### src/source/tenyrPkg.sv
package tenyrPkg;

    localparam int WORD_W    = 32;  // Data and word address width
    localparam int REG_IDX_W = 4;   // Sixteen registers
    localparam int IMM_W     = 12;

    // Register indices with fixed meaning
    localparam logic [REG_IDX_W-1:0] REG_ZERO = 4'h0;  // Reads zero
    localparam logic [REG_IDX_W-1:0] REG_P    = 4'hF;  // Reads PC plus one

    // All-ones word always stops the core
    localparam logic [WORD_W-1:0] ILLEGAL_INSN = 32'hFFFF_FFFF;

    localparam logic [WORD_W-1:0] DEFAULT_RESET_VECTOR = 32'h0000_1000;

    // Opcode field, bits 15:12 of the instruction
    typedef enum logic [3:0] {
        OR    = 4'h0,
        AND   = 4'h1,
        ADD   = 4'h2,
        MUL   = 4'h3,
        RSV4  = 4'h4,  // Reserved
        SHL   = 4'h5,
        CLT   = 4'h6,
        CEQ   = 4'h7,
        CGT   = 4'h8,
        ANDN  = 4'h9,  // X and not Y
        XOR   = 4'hA,
        SUB   = 4'hB,
        XORN  = 4'hC,  // X xor not Y
        SHR   = 4'hD,  // Logical
        CNE   = 4'hE,
        RSV15 = 4'hF   // Reserved
    } aluOp_e;

    // Dereference field, bits 29:28
    typedef enum logic [1:0] {
        REG_WRITE  = 2'd0,  // Z <- rhs
        LOAD       = 2'd1,  // Z <- [rhs]
        STORE_AT_Z = 2'd2,  // [Z] <- rhs
        STORE_Z    = 2'd3   // [rhs] <- Z
    } derefMode_e;

    // One instruction in flight, so a plain sequencer is enough
    typedef enum logic [2:0] {
        FETCH,
        EXEC,
        MEM,
        WRITEBACK,
        HALT
    } coreState_e;

endpackage

### src/source/decodeIf.sv
interface decodeIf;
    import tenyrPkg::*;

    logic [REG_IDX_W-1:0] indexZ;
    logic [REG_IDX_W-1:0] indexX;
    logic [REG_IDX_W-1:0] indexY;
    logic [IMM_W-1:0]     imm;
    aluOp_e               op;
    derefMode_e           deref;
    logic                 opType;   // 0: (X op Y) + I, 1: (X op I) + Y
    logic                 illegal;  // All-ones word or reserved opcode

    modport decoder (
        output indexZ,
        output indexX,
        output indexY,
        output imm,
        output op,
        output deref,
        output opType,
        output illegal
    );

    modport consumer (
        input indexZ,
        input indexX,
        input indexY,
        input imm,
        input op,
        input deref,
        input opType,
        input illegal
    );

endinterface

### src/source/insnDecoder.sv
module insnDecoder (
    input  logic [tenyrPkg::WORD_W-1:0] i_insn,
    decodeIf.decoder                    decoded
);
    import tenyrPkg::*;

    aluOp_e opField;
    logic   reservedOp;
    logic   allOnes;

    // Field layout
    //   30     type
    //   29:28  deref
    //   27:24  Z, 23:20 X, 19:16 Y
    //   15:12  op
    //   11:0   immediate
    assign opField = aluOp_e'(i_insn[15:12]);

    assign decoded.opType = i_insn[30];
    assign decoded.deref  = derefMode_e'(i_insn[29:28]);
    assign decoded.indexZ = i_insn[27:24];
    assign decoded.indexX = i_insn[23:20];
    assign decoded.indexY = i_insn[19:16];
    assign decoded.op     = opField;
    assign decoded.imm    = i_insn[IMM_W-1:0];

    // Bit 31 is otherwise ignored
    assign allOnes    = (i_insn == ILLEGAL_INSN);
    assign reservedOp = (opField == RSV4) || (opField == RSV15);

    assign decoded.illegal = allOnes || reservedOp;

endmodule

### src/source/regFile.sv
module regFile (
    input  logic                           clk,
    input  logic                           reset_n,
    input  logic [tenyrPkg::REG_IDX_W-1:0] i_indexX,
    input  logic [tenyrPkg::REG_IDX_W-1:0] i_indexY,
    input  logic [tenyrPkg::REG_IDX_W-1:0] i_indexZ,
    input  logic [tenyrPkg::WORD_W-1:0]    i_pc,
    input  logic                           i_writeEn,
    input  logic [tenyrPkg::WORD_W-1:0]    i_writeData,
    output logic [tenyrPkg::WORD_W-1:0]    o_valueX,
    output logic [tenyrPkg::WORD_W-1:0]    o_valueY,
    output logic [tenyrPkg::WORD_W-1:0]    o_valueZ
);
    import tenyrPkg::*;

    localparam int NUM_REGS = 2 ** REG_IDX_W;

    // Only the general purpose entries have storage
    logic [WORD_W-1:0] regs [1:NUM_REGS-2];
    logic [WORD_W-1:0] readView [NUM_REGS];
    logic              writeOk;

    // Full sixteen-entry view with the two special registers filled in
    always_comb begin
        readView[0] = '0;
        for (int i = 1; i < NUM_REGS - 1; i++) begin
            readView[i] = regs[i];
        end
        readView[NUM_REGS-1] = i_pc + 1;  // P is the next address
    end

    assign o_valueX = readView[i_indexX];
    assign o_valueY = readView[i_indexY];
    assign o_valueZ = readView[i_indexZ];

    // Jumps through P are taken by the core, not here
    assign writeOk = i_writeEn && (i_indexZ != REG_ZERO) && (i_indexZ != REG_P);

    always_ff @(posedge clk) begin
        if (!reset_n) begin
            for (int i = 1; i < NUM_REGS - 1; i++) begin
                regs[i] <= '0;
            end
        end else if (writeOk) begin
            regs[i_indexZ] <= i_writeData;
        end
    end

endmodule

### src/source/execUnit.sv
module execUnit (
    input  logic                        clk,
    input  logic                        reset_n,
    input  logic                        i_enable,
    decodeIf.consumer                   dec,
    input  logic [tenyrPkg::WORD_W-1:0] i_valueX,
    input  logic [tenyrPkg::WORD_W-1:0] i_valueY,
    output logic [tenyrPkg::WORD_W-1:0] o_rhs
);
    import tenyrPkg::*;

    localparam int SHIFT_W = $clog2(WORD_W);

    logic [WORD_W-1:0] immExt;
    logic [WORD_W-1:0] operand;   // O in the reference notation
    logic [WORD_W-1:0] addend;    // A
    logic [WORD_W-1:0] opResult;
    logic              bigShift;  // Amount of WORD_W or more
    logic              lessThan;
    logic              greaterThan;
    logic              isEqual;

    assign immExt = {{(WORD_W - IMM_W){dec.imm[IMM_W-1]}}, dec.imm};

    // Type bit swaps the roles of Y and the immediate
    assign operand = dec.opType ? immExt : i_valueY;
    assign addend  = dec.opType ? i_valueY : immExt;

    assign bigShift = |operand[WORD_W-1:SHIFT_W];

    // Compares are signed
    assign lessThan    = $signed(i_valueX) < $signed(operand);
    assign greaterThan = $signed(i_valueX) > $signed(operand);
    assign isEqual     = (i_valueX == operand);

    always_comb begin
        case (dec.op)
            OR:      opResult = i_valueX | operand;
            AND:     opResult = i_valueX & operand;
            ADD:     opResult = i_valueX + operand;
            MUL:     opResult = i_valueX * operand;  // Low word kept
            SHL:     opResult = bigShift ? '0 : i_valueX << operand[SHIFT_W-1:0];
            CLT:     opResult = {WORD_W{lessThan}};
            CEQ:     opResult = {WORD_W{isEqual}};
            CGT:     opResult = {WORD_W{greaterThan}};
            ANDN:    opResult = i_valueX & ~operand;
            XOR:     opResult = i_valueX ^ operand;
            SUB:     opResult = i_valueX - operand;
            XORN:    opResult = i_valueX ^ ~operand;
            SHR:     opResult = bigShift ? '0 : i_valueX >> operand[SHIFT_W-1:0];
            CNE:     opResult = {WORD_W{!isEqual}};
            default: opResult = '0;  // Reserved, core halts instead
        endcase
    end

    // Captured once per instruction, held through MEM and WRITEBACK
    always_ff @(posedge clk) begin
        if (!reset_n) begin
            o_rhs <= '0;
        end else if (i_enable) begin
            o_rhs <= opResult + addend;
        end
    end

endmodule

### src/source/tenyrCore.sv
module tenyrCore #(
    parameter logic [tenyrPkg::WORD_W-1:0] RESET_VECTOR = tenyrPkg::DEFAULT_RESET_VECTOR
) (
    input  logic                        clk,
    input  logic                        reset_n,

    // Instruction fetch
    output logic                        o_fetchValid,
    output logic [tenyrPkg::WORD_W-1:0] o_fetchAddr,
    input  logic                        i_fetchReady,
    input  logic [tenyrPkg::WORD_W-1:0] i_insnData,

    // Data access
    output logic                        o_memValid,
    output logic                        o_memWrite,
    output logic [tenyrPkg::WORD_W-1:0] o_memAddr,
    output logic [tenyrPkg::WORD_W-1:0] o_memWData,
    input  logic                        i_memReady,
    input  logic [tenyrPkg::WORD_W-1:0] i_memRData,

    output logic                        o_halted
);
    import tenyrPkg::*;

    coreState_e        state;
    coreState_e        nextState;
    logic [WORD_W-1:0] pc;
    logic [WORD_W-1:0] insnReg;
    logic [WORD_W-1:0] loadData;
    logic [WORD_W-1:0] rhs;
    logic [WORD_W-1:0] valueX;
    logic [WORD_W-1:0] valueY;
    logic [WORD_W-1:0] valueZ;
    logic [WORD_W-1:0] writeData;
    logic              fetchDone;
    logic              memDone;
    logic              isMemOp;
    logic              regWriteEn;
    logic              jumping;

    decodeIf dec();

    assign fetchDone = o_fetchValid && i_fetchReady;
    assign memDone   = o_memValid && i_memReady;
    assign isMemOp   = (dec.deref != REG_WRITE);

    // Only REG_WRITE and LOAD target a register
    assign regWriteEn = (state == WRITEBACK)
                        && (dec.deref == REG_WRITE || dec.deref == LOAD);
    assign jumping    = regWriteEn && (dec.indexZ == REG_P);
    assign writeData  = (dec.deref == LOAD) ? loadData : rhs;

    always_comb begin
        nextState = state;
        case (state)
            FETCH:     if (fetchDone) nextState = EXEC;
            EXEC: begin
                if (dec.illegal) begin
                    nextState = HALT;
                end else if (isMemOp) begin
                    nextState = MEM;
                end else begin
                    nextState = WRITEBACK;
                end
            end
            MEM:       if (memDone) nextState = WRITEBACK;
            WRITEBACK: nextState = FETCH;
            default:   nextState = HALT;  // No way out of HALT
        endcase
    end

    // Valids are registered so they stay low through reset
    always_ff @(posedge clk) begin
        if (!reset_n) begin
            state        <= FETCH;
            pc           <= RESET_VECTOR;
            o_fetchValid <= 1'b0;
            o_memValid   <= 1'b0;
        end else begin
            state        <= nextState;
            o_fetchValid <= (nextState == FETCH);
            o_memValid   <= (nextState == MEM);
            if (state == WRITEBACK) begin
                pc <= jumping ? writeData : pc + 1;
            end
        end
    end

    always_ff @(posedge clk) begin
        if (fetchDone) insnReg <= i_insnData;
        if (memDone) loadData <= i_memRData;  // Only meaningful for LOAD
    end

    insnDecoder uDecoder (
        .i_insn  (insnReg),
        .decoded (dec)
    );

    regFile uRegFile (
        .clk         (clk),
        .reset_n     (reset_n),
        .i_indexX    (dec.indexX),
        .i_indexY    (dec.indexY),
        .i_indexZ    (dec.indexZ),
        .i_pc        (pc),
        .i_writeEn   (regWriteEn),
        .i_writeData (writeData),
        .o_valueX    (valueX),
        .o_valueY    (valueY),
        .o_valueZ    (valueZ)
    );

    execUnit uExec (
        .clk      (clk),
        .reset_n  (reset_n),
        .i_enable (state == EXEC),
        .dec      (dec),
        .i_valueX (valueX),
        .i_valueY (valueY),
        .o_rhs    (rhs)
    );

    // Address and data follow the deref mode, stable for the whole MEM state
    assign o_memWrite = (dec.deref == STORE_AT_Z) || (dec.deref == STORE_Z);
    assign o_memAddr  = (dec.deref == STORE_AT_Z) ? valueZ : rhs;
    assign o_memWData = (dec.deref == STORE_Z) ? valueZ : rhs;

    assign o_fetchAddr = pc;
    assign o_halted    = (state == HALT);

endmodule

### config.mk
export PLATFORM = sky130hd
export DESIGN_NAME = tenyrCore
export DESIGN_NICKNAME = d
export VERILOG_FILES = /design/src/source/tenyrPkg.sv /design/src/source/decodeIf.sv /design/src/source/insnDecoder.sv /design/src/source/regFile.sv /design/src/source/execUnit.sv /design/src/source/tenyrCore.sv
export SDC_FILE = /design/constraint.sdc
export NUM_CORES = 2
export LEC_CHECK = 0
export ABC_AREA = 1
export BUFFER_PORTS_ARGS = -buffer_cell sky130_fd_sc_hd__buf_2
export CAP_MARGIN = 20
export CORE_MARGIN = 4
export CORE_UTILIZATION = 34
export CTS_BUF_LIST = sky130_fd_sc_hd__clkbuf_4 sky130_fd_sc_hd__clkbuf_8
export DETAILED_ROUTE_END_ITERATION = 8
export SLEW_MARGIN = 20
export SYNTH_ARGS = -nofsm -noshare
export SYNTH_HDL_FRONTEND = slang
export SYNTH_SLANG_ARGS = --single-unit
export TNS_END_PERCENT = 10
### constraint.sdc
create_clock -name clk -period 11.44 [get_ports clk]
set_clock_uncertainty 0.15 [all_clocks]
set_input_delay 1.716 -clock clk [delete_from_list [all_inputs] [get_ports clk]]
set_output_delay 1.716 -clock clk [all_outputs]
set_load 0.02 [all_outputs]
==> flow_summary.json <==
{
  "status": "complete, no violations",
  "overflow": 0,
  "portBuffers": 166,
  "worstHoldPathType": "register to register",
  "rows": 155,
  "required_ps": 12000,
  "setup_violations": 0,
  "cts-root-buf": "clkbuf_8",
  "finalHoldViolations": 0,
  "syn_inst": 8412,
  "endpoint_kind": "register",
  "place_hpwl_mm": 221,
  "worstPathArrival_ps": 11630,
  "die_h_um": 432,
  "synthesis.area_sq_um": 61000,
  "drt-pass1-iter-count": 9,
  "wl_per_cell_um": 28.4,
  "hold_start": "uExec.o_rhs[1]",
  "gp_congestion": 1.00,
  "route.vias.total": 64862,
  "path_class": "register to register",
  "r2r_end": "uExec.o_rhs[31]",
  "worst-r2r-setup-slack_ps": 370,
  "cp_common_cell": "fa_1",
  "drv_cap": 0,
  "routed_wl_mm": 312,
  "whs_endpoint": "uExec.o_rhs[1]",
  "grt_pass1_wl_mm": 439,
  "rr_worst_depth": 46,
  "io_pins": 168,
  "rsz0062_at_grt": "true",
  "cts_num_sinks": 580,
  "cts_buffer_depth": 3,
  "cts_inserted_buffers": 98,
  "tightest_slew_ps": 1160,
  "ys.flop_type": "edfxtp_1",
  "grt_max_degree": 107,
  "ys_seq_area_frac": 0.274,
  "slew_headroom": 0.223,
  "critical_path.max_fanout": 10,
  "crit_start": "o_fetchAddr[0]",
  "via_per_inst": 5.90,
  "cts_tree": "done",
  "drv_slew": 0,
  "initial_core_util": 0.342,
  "core-area_sq_um": 178000,
  "ys_ff_latch": 580,
  "area_growth_pct": 11.9,
  "grt_usage": 0.323,
  "fin_crit_sh": 0.968,
  "die_area_sq_um": 186000,
  "layout_commonest_cell": "nand2_1",
  "hold_path_depth": 2,
  "period_needed_ps": 11070,
  "slowest_delay_ps": 570,
  "grt_pass1_vias": 62729,
  "yosysWarnings": 0,
  "nets": 9282,
  "r2r-start": "o_fetchAddr[0]",
  "drc_errors": 0,
  "antenna_found_initial": 14,
  "synth.distinct_cells": 79,
  "path_clk_slew_ps": 80,
  "first_iter_violations": 8869,
  "dieWidth_um": 432,
  "mappedNetlistNets": 9142,
  "synth.avg_cell_area_sq_um": 7.25,
  "ys_async_sr_fraction": 0,
  "fmax_mhz": 90.3,
  "holdWs_ps": 385,
  "slowest_stage": "fa_1",
  "drive_above_1_share": 0.112,
  "startpoint_type": "register",
  "cts_hold_buf": 0,
  "clk_latency_ps": 840,
  "synth-edff-count": 511,
  "final_cell_mix": "nand2_1 (1743), nor2_1 (1072), inv_1 (958), o21ai_0 (715), a21oi_1 (670)",
  "ant_nets": 0,
  "cts_htree_levels": 3
}
-- synth_stat cells, drive strengths merged (4+ instances only) --
master / n / area share
and2: 4 / 0.00041
xnor2: 29 / 0.0042
a21oi: 675 / 0.056
nand3: 439 / 0.036
nand4: 66 / 0.0068
nand2: 1809 / 0.11
xor2: 61 / 0.0088
o221a: 6 / 0.0011
clkinv: 23 / 0.0015
a221oi: 46 / 0.0066
o221ai: 24 / 0.0034
o22ai: 71 / 0.0073
dfxtp: 69 / 0.023
nor3: 37 / 0.0032
edfxtp: 511 / 0.25
ha: 251 / 0.051
o21a: 10 / 0.0012
clkbuf: 305 / 0.019
nor4: 10 / 0.0011
o31ai: 8 / 0.00098
a22oi: 113 / 0.014
a211o: 7 / 0.0010
o211ai: 76 / 0.0095
or2: 17 / 0.0017
mux2i: 7 / 0.0011
o311ai: 13 / 0.0020
inv: 1007 / 0.062
o21bai: 12 / 0.0015
o21ai: 815 / 0.067
a2111o: 4 / 0.00074
o2111ai: 27 / 0.0039
a211oi: 21 / 0.0026
a21boi: 11 / 0.0020
buf: 254 / 0.023
fa: 411 / 0.13
a2111oi: 7 / 0.0010
nor2: 1093 / 0.068
a21o: 4 / 0.00049
a31oi: 32 / 0.0034
nand3b: 5 / 0.00062
-- cell type report --
class                   instances  area [sq um]
clock buffers                 131          1670
well taps                    2355          2950
flip-flops and latches        580         16700
multi-input cells            6243         38200
diodes                          4          10.0
inverters                    1030          3920
repair buffers                599          4380
fillers                     18603        110000
clock inverters                51           470
-- sequential cells by signal (all words and copies together) (netlist names) --
name and count:
uExec.o_rhs 32, uRegFile.regs 448, o_fetchValid 1, loadData 32
insnReg 31, state 3, o_memValid 1, o_fetchAddr 32
-- worst max-delay path, delay by kind of cell (launching register included) --
kind / cells / cell delay, ps
buffers and inverters: 9 / 1080
AO/OA/AOI/OAI: 12 / 2320
XOR/XNOR: 2 / 520
flip-flops: 1 / 410
adder cells (fa/ha/maj): 12 / 5130
AND/OR/NAND/NOR: 11 / 1280
-- worst max path at each step --
| stage | cells after the start | endpoint |
|---|---|---|
| after floorplan | 54 | uExec.o_rhs[31] |
| after global placement | 53 | uExec.o_rhs[31] |
| after CTS | 55 | uExec.o_rhs[31] |
| after detailed placement | 55 | uExec.o_rhs[31] |
| after global routing | 57 | uExec.o_rhs[31] |
| final | 46 | uExec.o_rhs[31] |
-- timing repair --
action,CTS,global route
buffers inserted,0,5
setup endpoints to repair,0,7
gates resized for setup,0,27
-- metal layers --
metal / track usage / up-vias / share of wire
met5: 0 / - / 0.00032
met1: 0.391 / 30954 / 0.36
met2: 0.503 / 4553 / 0.43
met4: 0.223 / 14 / 0.085
met3: 0.0821 / 1235 / 0.12
li1: - / 28106 / -
-- logic make-up after synthesis --
| group | after synthesis | share of synthesized area |
|---|---|---|
| and+or+nand+nor | 3484 | 0.232 |
| adders and majority gates | 662 | 0.186 |
| AOI/OAI and AO/OA | 2000 | 0.188 |
| xor gates and xnor gates | 90 | 0.0129 |
| muxes | 7 | 0.00115 |
| DFF | 580 | 0.274 |
| buffers and inverters | 1589 | 0.105 |
-- through the flow --
stage	area [sq um]	worst slack (ps)	utilization	setup TNS [ps]	instances
after detailed placement	66000	345	0.370	0	10801
final	68300	366	0.383	0	10993
after global placement	66000	409	0.370	0	10801
after floorplan	61000	1310	-	0	8412
after global routing	68300	-42.2	0.383	-42.2	10989
after CTS	68100	237	0.382	0	10983
Power is left out: the tool's default activity adds up to more than one toggle a clock period on the data nets, which glitch-free logic cannot reach.
